`src/dual_decode_cfg.svh`:
```
`ifndef DUAL_DECODE_CFG_SVH
`define DUAL_DECODE_CFG_SVH

// program counter loaded when reset is asserted.
`define DD_RESET_PC 32'h0000_0080

// extra cycles the testbench waits beyond its computed test length.
`define DD_TIMEOUT_MARGIN 20

`endif

```
`src/dual_decode_pkg.sv`:
```
`default_nettype none

package dual_decode_pkg;

  // one 32-bit instruction or data word.
  typedef logic [31:0] word_t;

  typedef logic [31:0] addr_t; // byte address.

  typedef logic [4:0] reg_idx_t; // x0 to x31.

  // immediate after sign extension to the full word.
  typedef logic [31:0] imm_t;

  // coarse instruction classes seen by the issue logic.
  typedef enum logic [3:0] {
    class_alu,
    class_lui,
    class_auipc,
    class_jal,
    class_jalr,
    class_branch,
    class_load,
    class_store,
    class_fence,
    class_system,
    class_illegal
  } instr_class_e;

endpackage

`default_nettype wire

```
`src/fetch_unit.sv`:
```
`timescale 1ns/1ps
`default_nettype none

`include "dual_decode_cfg.svh"

module fetch_unit (
  input  logic                   clock,
  input  logic                   reset,
  input  logic                   fetch_valid,
  input  logic [63:0]            fetch_data,
  input  logic                   redirect,
  input  dual_decode_pkg::addr_t redirect_pc,
  output logic                   pair_valid,
  output dual_decode_pkg::addr_t pair_pc,
  output logic [63:0]            pair_data
);
  import dual_decode_pkg::*;

  addr_t pc;

  // a redirect wins over a fetch in the same cycle, so the word is dropped.
  assign pair_valid = fetch_valid & ~redirect;
  assign pair_pc    = pc;
  assign pair_data  = fetch_data; // slot 0 sits in the low half.

  always_ff @(posedge clock) begin
    if (!reset) begin
      pc <= `DD_RESET_PC;
    end else if (redirect) begin
      pc <= redirect_pc;
    end else if (fetch_valid) begin
      pc <= pc + 32'd8; // two instructions per fetch word.
    end
  end

endmodule

`default_nettype wire

```
`src/instr_decoder.sv`:
```
`timescale 1ns/1ps
`default_nettype none

module instr_decoder (
  input  dual_decode_pkg::word_t        instr,
  output dual_decode_pkg::instr_class_e instr_class,
  output dual_decode_pkg::imm_t         imm,
  output dual_decode_pkg::reg_idx_t     rd,
  output dual_decode_pkg::reg_idx_t     rs1,
  output dual_decode_pkg::reg_idx_t     rs2,
  output logic                          wren,
  output logic                          rden1,
  output logic                          rden2,
  output logic                          legal
);
  import dual_decode_pkg::*;

  localparam logic [6:0] op_lui    = 7'b0110111;
  localparam logic [6:0] op_auipc  = 7'b0010111;
  localparam logic [6:0] op_jal    = 7'b1101111;
  localparam logic [6:0] op_jalr   = 7'b1100111;
  localparam logic [6:0] op_branch = 7'b1100011;
  localparam logic [6:0] op_load   = 7'b0000011;
  localparam logic [6:0] op_store  = 7'b0100011;
  localparam logic [6:0] op_imm    = 7'b0010011;
  localparam logic [6:0] op_reg    = 7'b0110011;
  localparam logic [6:0] op_fence  = 7'b0001111;
  localparam logic [6:0] op_system = 7'b1110011;

  logic [6:0] opcode;
  logic [2:0] funct3;
  imm_t       imm_i;
  imm_t       imm_s;
  imm_t       imm_b;
  imm_t       imm_u;
  imm_t       imm_j;

  assign opcode = instr[6:0];
  assign funct3 = instr[14:12];
  assign rd     = instr[11:7];
  assign rs1    = instr[19:15];
  assign rs2    = instr[24:20];

  assign imm_i = {{20{instr[31]}}, instr[31:20]};
  assign imm_s = {{20{instr[31]}}, instr[31:25], instr[11:7]};
  assign imm_b = {{19{instr[31]}}, instr[31], instr[7], instr[30:25], instr[11:8], 1'b0};
  assign imm_u = {instr[31:12], 12'b0};
  assign imm_j = {{11{instr[31]}}, instr[31], instr[19:12], instr[20], instr[30:21], 1'b0};

  always_comb begin
    instr_class = class_illegal;
    imm         = '0;
    wren        = 1'b0;
    rden1       = 1'b0;
    rden2       = 1'b0;
    legal       = 1'b1;
    case (opcode)
      op_lui: begin
        instr_class = class_lui;
        imm         = imm_u;
        wren        = 1'b1;
      end
      op_auipc: begin
        instr_class = class_auipc;
        imm         = imm_u;
        wren        = 1'b1;
      end
      op_jal: begin
        instr_class = class_jal;
        imm         = imm_j;
        wren        = 1'b1;
      end
      op_jalr: begin
        instr_class = class_jalr;
        imm         = imm_i;
        wren        = 1'b1;
        rden1       = 1'b1;
      end
      op_branch: begin
        instr_class = class_branch;
        imm         = imm_b;
        rden1       = 1'b1;
        rden2       = 1'b1;
        legal       = (funct3 != 3'b010) && (funct3 != 3'b011);
      end
      op_load: begin
        instr_class = class_load;
        imm         = imm_i;
        wren        = 1'b1;
        rden1       = 1'b1;
        legal       = (funct3 != 3'b011) && (funct3 < 3'b110); // lb lh lw lbu lhu.
      end
      op_store: begin
        instr_class = class_store;
        imm         = imm_s;
        rden1       = 1'b1;
        rden2       = 1'b1;
        legal       = (funct3 <= 3'b010);
      end
      op_imm: begin
        instr_class = class_alu;
        imm         = imm_i;
        wren        = 1'b1;
        rden1       = 1'b1;
      end
      op_reg: begin
        instr_class = class_alu; // register form has no immediate.
        wren        = 1'b1;
        rden1       = 1'b1;
        rden2       = 1'b1;
      end
      op_fence: begin
        instr_class = class_fence;
        imm         = imm_i;
      end
      op_system: begin
        instr_class = class_system;
        imm         = imm_i;
      end
      default: begin
        legal = 1'b0;
      end
    endcase
    // the all-zero word is reserved as illegal.
    if (instr == '0) begin
      legal = 1'b0;
    end
    if (!legal) begin
      wren  = 1'b0;
      rden1 = 1'b0;
      rden2 = 1'b0;
    end
  end

endmodule

`default_nettype wire

```
`src/decode_stage.sv`:
```
`timescale 1ns/1ps
`default_nettype none

module decode_stage (
  input  logic                          clock,
  input  logic                          reset,
  input  logic                          pair_valid,
  input  dual_decode_pkg::addr_t        pair_pc,
  input  logic [63:0]                   pair_data,
  output logic                          dec_valid,
  output dual_decode_pkg::addr_t        slot0_pc,
  output dual_decode_pkg::instr_class_e slot0_class,
  output dual_decode_pkg::imm_t         slot0_imm,
  output dual_decode_pkg::reg_idx_t     slot0_rd,
  output dual_decode_pkg::reg_idx_t     slot0_rs1,
  output dual_decode_pkg::reg_idx_t     slot0_rs2,
  output logic                          slot0_wren,
  output logic                          slot0_rden1,
  output logic                          slot0_rden2,
  output logic                          slot0_exception,
  output dual_decode_pkg::addr_t        slot1_pc,
  output dual_decode_pkg::instr_class_e slot1_class,
  output dual_decode_pkg::imm_t         slot1_imm,
  output dual_decode_pkg::reg_idx_t     slot1_rd,
  output dual_decode_pkg::reg_idx_t     slot1_rs1,
  output dual_decode_pkg::reg_idx_t     slot1_rs2,
  output logic                          slot1_wren,
  output logic                          slot1_rden1,
  output logic                          slot1_rden2,
  output logic                          slot1_exception
);
  import dual_decode_pkg::*;

  instr_class_e d0_class;
  instr_class_e d1_class;
  imm_t         d0_imm;
  imm_t         d1_imm;
  reg_idx_t     d0_rd;
  reg_idx_t     d0_rs1;
  reg_idx_t     d0_rs2;
  reg_idx_t     d1_rd;
  reg_idx_t     d1_rs1;
  reg_idx_t     d1_rs2;
  logic         d0_wren;
  logic         d0_rden1;
  logic         d0_rden2;
  logic         d0_legal;
  logic         d1_wren;
  logic         d1_rden1;
  logic         d1_rden2;
  logic         d1_legal;

  instr_decoder decoder0_i (
    .instr(pair_data[31:0]), .instr_class(d0_class), .imm(d0_imm),
    .rd(d0_rd), .rs1(d0_rs1), .rs2(d0_rs2),
    .wren(d0_wren), .rden1(d0_rden1), .rden2(d0_rden2), .legal(d0_legal)
  );

  instr_decoder decoder1_i (
    .instr(pair_data[63:32]), .instr_class(d1_class), .imm(d1_imm),
    .rd(d1_rd), .rs1(d1_rs1), .rs2(d1_rs2),
    .wren(d1_wren), .rden1(d1_rden1), .rden2(d1_rden2), .legal(d1_legal)
  );

  always_ff @(posedge clock) begin
    if (!reset) begin
      dec_valid <= 1'b0;
    end else begin
      dec_valid <= pair_valid;
    end
  end

  // the slot fields only move when a pair arrives.
  always_ff @(posedge clock) begin
    if (pair_valid) begin
      slot0_pc        <= pair_pc;
      slot0_class     <= d0_legal ? d0_class : class_illegal;
      slot0_imm       <= d0_imm;
      slot0_rd        <= d0_rd;
      slot0_rs1       <= d0_rs1;
      slot0_rs2       <= d0_rs2;
      slot0_wren      <= d0_wren;
      slot0_rden1     <= d0_rden1;
      slot0_rden2     <= d0_rden2;
      slot0_exception <= ~d0_legal;
      slot1_pc        <= pair_pc + 32'd4; // second instruction of the word.
      slot1_class     <= d1_legal ? d1_class : class_illegal;
      slot1_imm       <= d1_imm;
      slot1_rd        <= d1_rd;
      slot1_rs1       <= d1_rs1;
      slot1_rs2       <= d1_rs2;
      slot1_wren      <= d1_wren;
      slot1_rden1     <= d1_rden1;
      slot1_rden2     <= d1_rden2;
      slot1_exception <= ~d1_legal;
    end
  end

endmodule

`default_nettype wire

```
`src/issue_unit.sv`:
```
`timescale 1ns/1ps
`default_nettype none

module issue_unit (
  input  logic                          clock,
  input  logic                          reset,
  input  logic                          dec_valid,
  input  dual_decode_pkg::addr_t        slot0_pc,
  input  dual_decode_pkg::instr_class_e slot0_class,
  input  dual_decode_pkg::imm_t         slot0_imm,
  input  dual_decode_pkg::reg_idx_t     slot0_rd,
  input  dual_decode_pkg::reg_idx_t     slot0_rs1,
  input  dual_decode_pkg::reg_idx_t     slot0_rs2,
  input  logic                          slot0_wren,
  input  logic                          slot0_rden1,
  input  logic                          slot0_rden2,
  input  logic                          slot0_exception,
  input  dual_decode_pkg::addr_t        slot1_pc,
  input  dual_decode_pkg::instr_class_e slot1_class,
  input  dual_decode_pkg::imm_t         slot1_imm,
  input  dual_decode_pkg::reg_idx_t     slot1_rd,
  input  dual_decode_pkg::reg_idx_t     slot1_rs1,
  input  dual_decode_pkg::reg_idx_t     slot1_rs2,
  input  logic                          slot1_wren,
  input  logic                          slot1_rden1,
  input  logic                          slot1_rden2,
  input  logic                          slot1_exception,
  output logic                          issue_valid,
  output logic                          dual_issue,
  output dual_decode_pkg::addr_t        issue0_pc,
  output dual_decode_pkg::instr_class_e issue0_class,
  output dual_decode_pkg::imm_t         issue0_imm,
  output dual_decode_pkg::reg_idx_t     issue0_rd,
  output dual_decode_pkg::reg_idx_t     issue0_rs1,
  output dual_decode_pkg::reg_idx_t     issue0_rs2,
  output logic                          issue0_exception,
  output dual_decode_pkg::addr_t        issue1_pc,
  output dual_decode_pkg::instr_class_e issue1_class,
  output dual_decode_pkg::imm_t         issue1_imm,
  output dual_decode_pkg::reg_idx_t     issue1_rd,
  output dual_decode_pkg::reg_idx_t     issue1_rs1,
  output dual_decode_pkg::reg_idx_t     issue1_rs2,
  output logic                          issue1_exception
);
  import dual_decode_pkg::*;

  logic raw_hazard;
  logic mem_conflict;
  logic serialize;
  logic pair_ok;

  function automatic logic is_memory(input instr_class_e c);
    return (c == class_load) || (c == class_store);
  endfunction

  // these classes change control flow or ordering and always issue alone.
  function automatic logic is_control(input instr_class_e c);
    return (c == class_jal) || (c == class_jalr) || (c == class_branch) ||
           (c == class_fence) || (c == class_system);
  endfunction

  // slot 1 may not read what slot 0 writes in the same cycle. x0 is never a dependency.
  assign raw_hazard = slot0_wren && (slot0_rd != 5'd0) &&
                      ((slot1_rden1 && (slot1_rs1 == slot0_rd)) ||
                       (slot1_rden2 && (slot1_rs2 == slot0_rd)));
  assign mem_conflict = is_memory(slot0_class) && is_memory(slot1_class); // one memory port.
  assign serialize    = is_control(slot0_class) || is_control(slot1_class);
  assign pair_ok      = ~(raw_hazard | mem_conflict | serialize |
                          slot0_exception | slot1_exception);

  always_ff @(posedge clock) begin
    if (!reset) begin
      issue_valid <= 1'b0;
      dual_issue  <= 1'b0;
    end else begin
      issue_valid <= dec_valid;
      dual_issue  <= dec_valid & pair_ok;
    end
  end

  always_ff @(posedge clock) begin
    if (dec_valid) begin
      issue0_pc        <= slot0_pc;
      issue0_class     <= slot0_class;
      issue0_imm       <= slot0_imm;
      issue0_rd        <= slot0_rd;
      issue0_rs1       <= slot0_rs1;
      issue0_rs2       <= slot0_rs2;
      issue0_exception <= slot0_exception;
      issue1_pc        <= slot1_pc;
      issue1_class     <= slot1_class;
      issue1_imm       <= slot1_imm;
      issue1_rd        <= slot1_rd;
      issue1_rs1       <= slot1_rs1;
      issue1_rs2       <= slot1_rs2;
      issue1_exception <= slot1_exception;
    end
  end

endmodule

`default_nettype wire

```
`src/dual_decode_top.sv`:
```
`timescale 1ns/1ps
`default_nettype none

module dual_decode_top (
  input  logic                          clock,
  input  logic                          reset,
  input  logic                          fetch_valid,
  input  logic [63:0]                   fetch_data,
  input  logic                          redirect,
  input  dual_decode_pkg::addr_t        redirect_pc,
  output logic                          issue_valid,
  output logic                          dual_issue,
  output dual_decode_pkg::addr_t        issue0_pc,
  output dual_decode_pkg::instr_class_e issue0_class,
  output dual_decode_pkg::imm_t         issue0_imm,
  output dual_decode_pkg::reg_idx_t     issue0_rd,
  output dual_decode_pkg::reg_idx_t     issue0_rs1,
  output dual_decode_pkg::reg_idx_t     issue0_rs2,
  output logic                          issue0_exception,
  output dual_decode_pkg::addr_t        issue1_pc,
  output dual_decode_pkg::instr_class_e issue1_class,
  output dual_decode_pkg::imm_t         issue1_imm,
  output dual_decode_pkg::reg_idx_t     issue1_rd,
  output dual_decode_pkg::reg_idx_t     issue1_rs1,
  output dual_decode_pkg::reg_idx_t     issue1_rs2,
  output logic                          issue1_exception
);
  import dual_decode_pkg::*;

  // fetch to decode.
  logic        pair_valid;
  addr_t       pair_pc;
  logic [63:0] pair_data;

  // decode to issue. names match the ports on both sides.
  logic         dec_valid;
  addr_t        slot0_pc;
  addr_t        slot1_pc;
  instr_class_e slot0_class;
  instr_class_e slot1_class;
  imm_t         slot0_imm;
  imm_t         slot1_imm;
  reg_idx_t     slot0_rd;
  reg_idx_t     slot0_rs1;
  reg_idx_t     slot0_rs2;
  reg_idx_t     slot1_rd;
  reg_idx_t     slot1_rs1;
  reg_idx_t     slot1_rs2;
  logic         slot0_wren;
  logic         slot0_rden1;
  logic         slot0_rden2;
  logic         slot0_exception;
  logic         slot1_wren;
  logic         slot1_rden1;
  logic         slot1_rden2;
  logic         slot1_exception;

  fetch_unit fetch_unit_i (.*);

  decode_stage decode_stage_i (.*);

  issue_unit issue_unit_i (.*);

endmodule

`default_nettype wire

```
`config.mk`:
```
export PLATFORM = sky130hd
export DESIGN_NAME = dual_decode_top
export DESIGN_NICKNAME = d
export VERILOG_FILES = /design/src/dual_decode_pkg.sv /design/src/fetch_unit.sv /design/src/instr_decoder.sv /design/src/decode_stage.sv /design/src/issue_unit.sv /design/src/dual_decode_top.sv
export VERILOG_INCLUDE_DIRS = /design/src
export SDC_FILE = /design/constraint.sdc
export NUM_CORES = 1
export LEC_CHECK = 0
export BUFFER_PORTS_ARGS = -buffer_cell sky130_fd_sc_hd__buf_2
export CORE_MARGIN = 5
export CORE_UTILIZATION = 50
export CTS_BUF_LIST = sky130_fd_sc_hd__clkbuf_4 sky130_fd_sc_hd__clkbuf_8
export DETAILED_ROUTE_END_ITERATION = 6
export GPL_TIMING_DRIVEN = 0
export PLACE_DENSITY = 0.7
export RECOVER_POWER = 100
export SYNTH_ARGS = -nofsm -noshare
export SYNTH_HDL_FRONTEND = slang
export SYNTH_SLANG_ARGS = --single-unit
export TNS_END_PERCENT = 5
```
`constraint.sdc`:
```
create_clock -name clock -period 23.2 [get_ports clock]
set_input_delay 4.64 -clock clock [delete_from_list [all_inputs] [get_ports clock]]
set_output_delay 4.64 -clock clock [all_outputs]
set_load 0.01 [all_outputs]
```
==> key figures <==
Clock tree
  – Clock transition at path regs: 0.06 ns
  – Post_cts resized: 0
  – Clock buffer depth: 3
  – Post-CTS Setup Inserts: 0
  – CTS H-tree depth: 2
  – CTS Buf Count: 58
  – # clock sinks: 370
  – Clock latency at the later pin of the worst-skew pair: 0.57 ns
  – CTS tree: done
  – Hold Buf Count CTS: 0
  – CTS root buf: clkbuf_8

Cells and area
  – # nets final: 1,351
  – Number of fill cells: 2,264
  – Seq. cell area: 0.0108 mm²
  – Multi-input gate area: 0.00308 mm²
  – Share of post-route cells with drive strength above 1: 13.1%
  – Util after Layout: 60.3%
  – Area grow syn2layout: 19.0%

Placement
  – DP HPWL: 21,900 µm
  – GP Congestion: 0.878
  – Port bufs: 265

Die
  – Total core area: 0.0279 mm²
  – FP Rows: 61
  – Die H: 178 µm
  – Starting Density: 50.7%
  – Die width: 178 µm
  – Die area: 0.0317 mm²
  – I/O pins: 270

Setup path
  – Reg2Reg Setup Slack: 15.99 ns
  – Most used cell, CP: clkbuf_1
  – Crit-path cells: clkbuf_1, nor2b_1, clkbuf_1, clkbuf_1
  – Crit path from: fetch_valid
  – Reg2reg start: decode_stage_i.dec_valid$_SDFF_PN0_
  – Arrival time of the worst setup path: 8.71 ns
  – Crit path required time: 23.34 ns
  – Worst reg2reg endpoint: issue_unit_i.issue0_imm[16]$_DFFE_PP_
  – WS Path Type: in -> reg
  – Worst Setup Start Kind: input pin
  – CP endpoint kind: flip-flop
  – Worst-case reg-to-reg path depth: 3
  – Slowest stage delay, CP: 1.44 ns
  – CP max FO: 34
  – Slowest CP cell: clkbuf_1
  – Worst setup endpoint: decode_stage_i.slot1_pc[22]$_DFFE_PP_

Synthesis
  – Ys async rst share: 0%
  – Net count after synthesis: 1,018
  – Most frequent cells after synthesis: edfxtp_1 (335), nand2_1 (56), o21ai_0 (56), clkbuf_1 (38), dfxtp_1 (35)
  – Synth Area per Inst: 15.4 µm²
  – Register bit total from synthesis: 370
  – EDFF count, synth: 335
  – Most common cell in the netlist: edfxtp_1
  – Post-synth top area share: 71.2%
  – Yosys Warn Count: 0
  – Top_reg_cell synth: edfxtp_1
  – Ranking of synthesized cells by area: edfxtp_1 (71%), dfxtp_1 (5.0%), xnor2_1 (2.0%)
  – Synth cell types: 62
  – Leading area contributor after synthesis: edfxtp_1
  – Cell count after synthesis: 916
  – Register area share after synthesis: 76.2%
  – Mapped Area: 0.0141 mm²

Global routing
  – Vias in the first global route: 8,672
  – First-pass GRT wire length: 46,800 µm
  – Gr ovfl total: 0
  – Antenna violations before repair: 5
  – Largest net degree at the start of global routing: 65
  – GRT Util Overall: 18.9%

Detailed routing
  – DR vias: 8,888
  – Post-DR wirelength/cell: 18.5 µm
  – Vias per Instance: 5.32
  – Final wirelength: 31,000 µm
  – Final ANT Viol Nets: 0
  – 1st-pass router iterations: 5
  – Initial DRC count: 607
  – Drc violations: 0

Flow run
  – Max Cap Viol: 8

STA
  – Layout Skew: 0.0219 ns
  – Period utilisation layout: 36.9%
  – Max Slew Vio Count: 314
  – Max-Slew Margin vs Limit: -123%
  – RSZ-0062 raised after global routing: false
  – Endpoints failing hold: 0
  – Final hold slack: 0.395 ns
  – Final setup viols: 0
  – Fin Setup TNS: 0 ns
  – Final min period: 8.57 ns
  – Highest clock rate: 117 MHz
  – Pin slew with the least headroom to its limit: 3.34 ns

Hold path
  – HP Class: reg -> reg

Power
  – Overall power: 1.39 mW
  – Static Leak: 5.72 nW
  – Maximum vdd drop: 0.0537 mV
  – PwrDens: 82.5 mW/mm²

Run status
  – Failing checks: capacitance limit, slew limit
  – Status: complete, but fails checks
worst min-delay path by stage:
| stage | cells after the start | startpoint | slack [ns] | endpoint |
|---|---|---|---|---|
| 2_1_floorplan | 0 | decode_stage_i.slot0_imm[0]$_DFFE_PP_ | 0.40 | issue_unit_i.issue0_imm[0]$_DFFE_PP_ |
| 3_5_place_dp | 0 | decode_stage_i.slot0_imm[0]$_DFFE_PP_ | 0.40 | issue_unit_i.issue0_imm[0]$_DFFE_PP_ |
| 6_report | 0 | decode_stage_i.slot1_pc[24]$_DFFE_PP_ | 0.39 | issue_unit_i.issue1_pc[24]$_DFFE_PP_ |
| 3_3_place_gp | 0 | decode_stage_i.slot0_imm[11]$_DFFE_PP_ | 0.40 | issue_unit_i.issue0_imm[11]$_DFFE_PP_ |
| 5_1_grt | 0 | decode_stage_i.slot1_pc[6]$_DFFE_PP_ | 0.41 | issue_unit_i.issue1_pc[6]$_DFFE_PP_ |
| 4_1_cts | 0 | decode_stage_i.slot1_pc[24]$_DFFE_PP_ | 0.40 | issue_unit_i.issue1_pc[24]$_DFFE_PP_ |
where the power goes:
group,switching (mW),internal [mW]
combinational,0.0512,0.0268
clock,0.235,0.293
sequential,0.0152,0.765
total,0.302,1.08
cell families after synthesis:
| logic type | count (synthesis) | share of synthesized area [%] |
|---|---|---|
| flip-flops | 370 | 76.2 |
| AND/OR/NAND/NOR | 237 | 9.37 |
| AO/OA/AOI/OAI | 185 | 8.67 |
| buffers and inverters | 64 | 1.93 |
| XOR/XNOR | 52 | 3.23 |
| multiplexers | 6 | 0.425 |
| adder cells (fa/ha/maj) | 2 | 0.177 |
cells in the final DEF (no fill, tap or decap), types with 13 or more instances in the layout:
cell,n
clkbuf_8,60
nand2_1,56
clkbuf_1,253
dfxtp_1,35
edfxtp_1,335
nand3_1,18
a21oi_1,27
nor2b_1,14
xnor2_1,33
o21ai_0,56
clkinv_1,17
inv_1,13
buf_2,65
a21o_1,23
xor2_1,19
clkbuf_4,20
nor3_1,23
nand4_1,15
nor2_1,24
worst max-delay path, delay by kind of cell:
| family | cells | cell delay, ns |
|---|---|---|
| buffers and inverters | 3 | 2.75 |
| and+or+nand+nor | 1 | 1.29 |
per-layer routing:
layer / share of wire, % / GRT usage [%]
met1: 39 / 23.9
met2: 49 / 32.1
met3: 9.6 / 5.49
met4: 1.8 / 4.96
met5: 0.12 / 0
registers in the layout (all words and copies together), names as in the netlist, 30 cells and up:
| register | flops |
|---|---|
| decode_stage_i.slot0_imm | 32 |
| decode_stage_i.slot0_pc | 32 |
| decode_stage_i.slot1_imm | 32 |
| decode_stage_i.slot1_pc | 30 |
| fetch_unit_i.pair_pc | 32 |
| issue_unit_i.issue0_imm | 32 |
| issue_unit_i.issue0_pc | 30 |
| issue_unit_i.issue1_imm | 32 |
| issue_unit_i.issue1_pc | 32 |
metrics by stage:
step | area, µm² | setup WS [ns] | std cells
2_1_floorplan | 14100 | 10.22 | 916
3_3_place_gp | 15900 | 6.92 | 1559
3_5_place_dp | 16100 | 16.61 | 1567
4_1_cts | 17200 | 17.22 | 1671
5_1_grt | 16800 | 14.28 | 1672
6_report | 16800 | 14.63 | 1672
layout make-up:
cell class                 instances  area share, %
multi-input combinational        482           18.3
inverter                          13          0.290
timing repair buffer             273           6.56
clock buffer                      80           5.81
sequential                       370           64.0
buffer                            51           1.23
clock inverter                    24          0.938
antenna                            1         0.0149
tap                              378           2.81
Note: power is estimated with default switching activity, not from simulation.
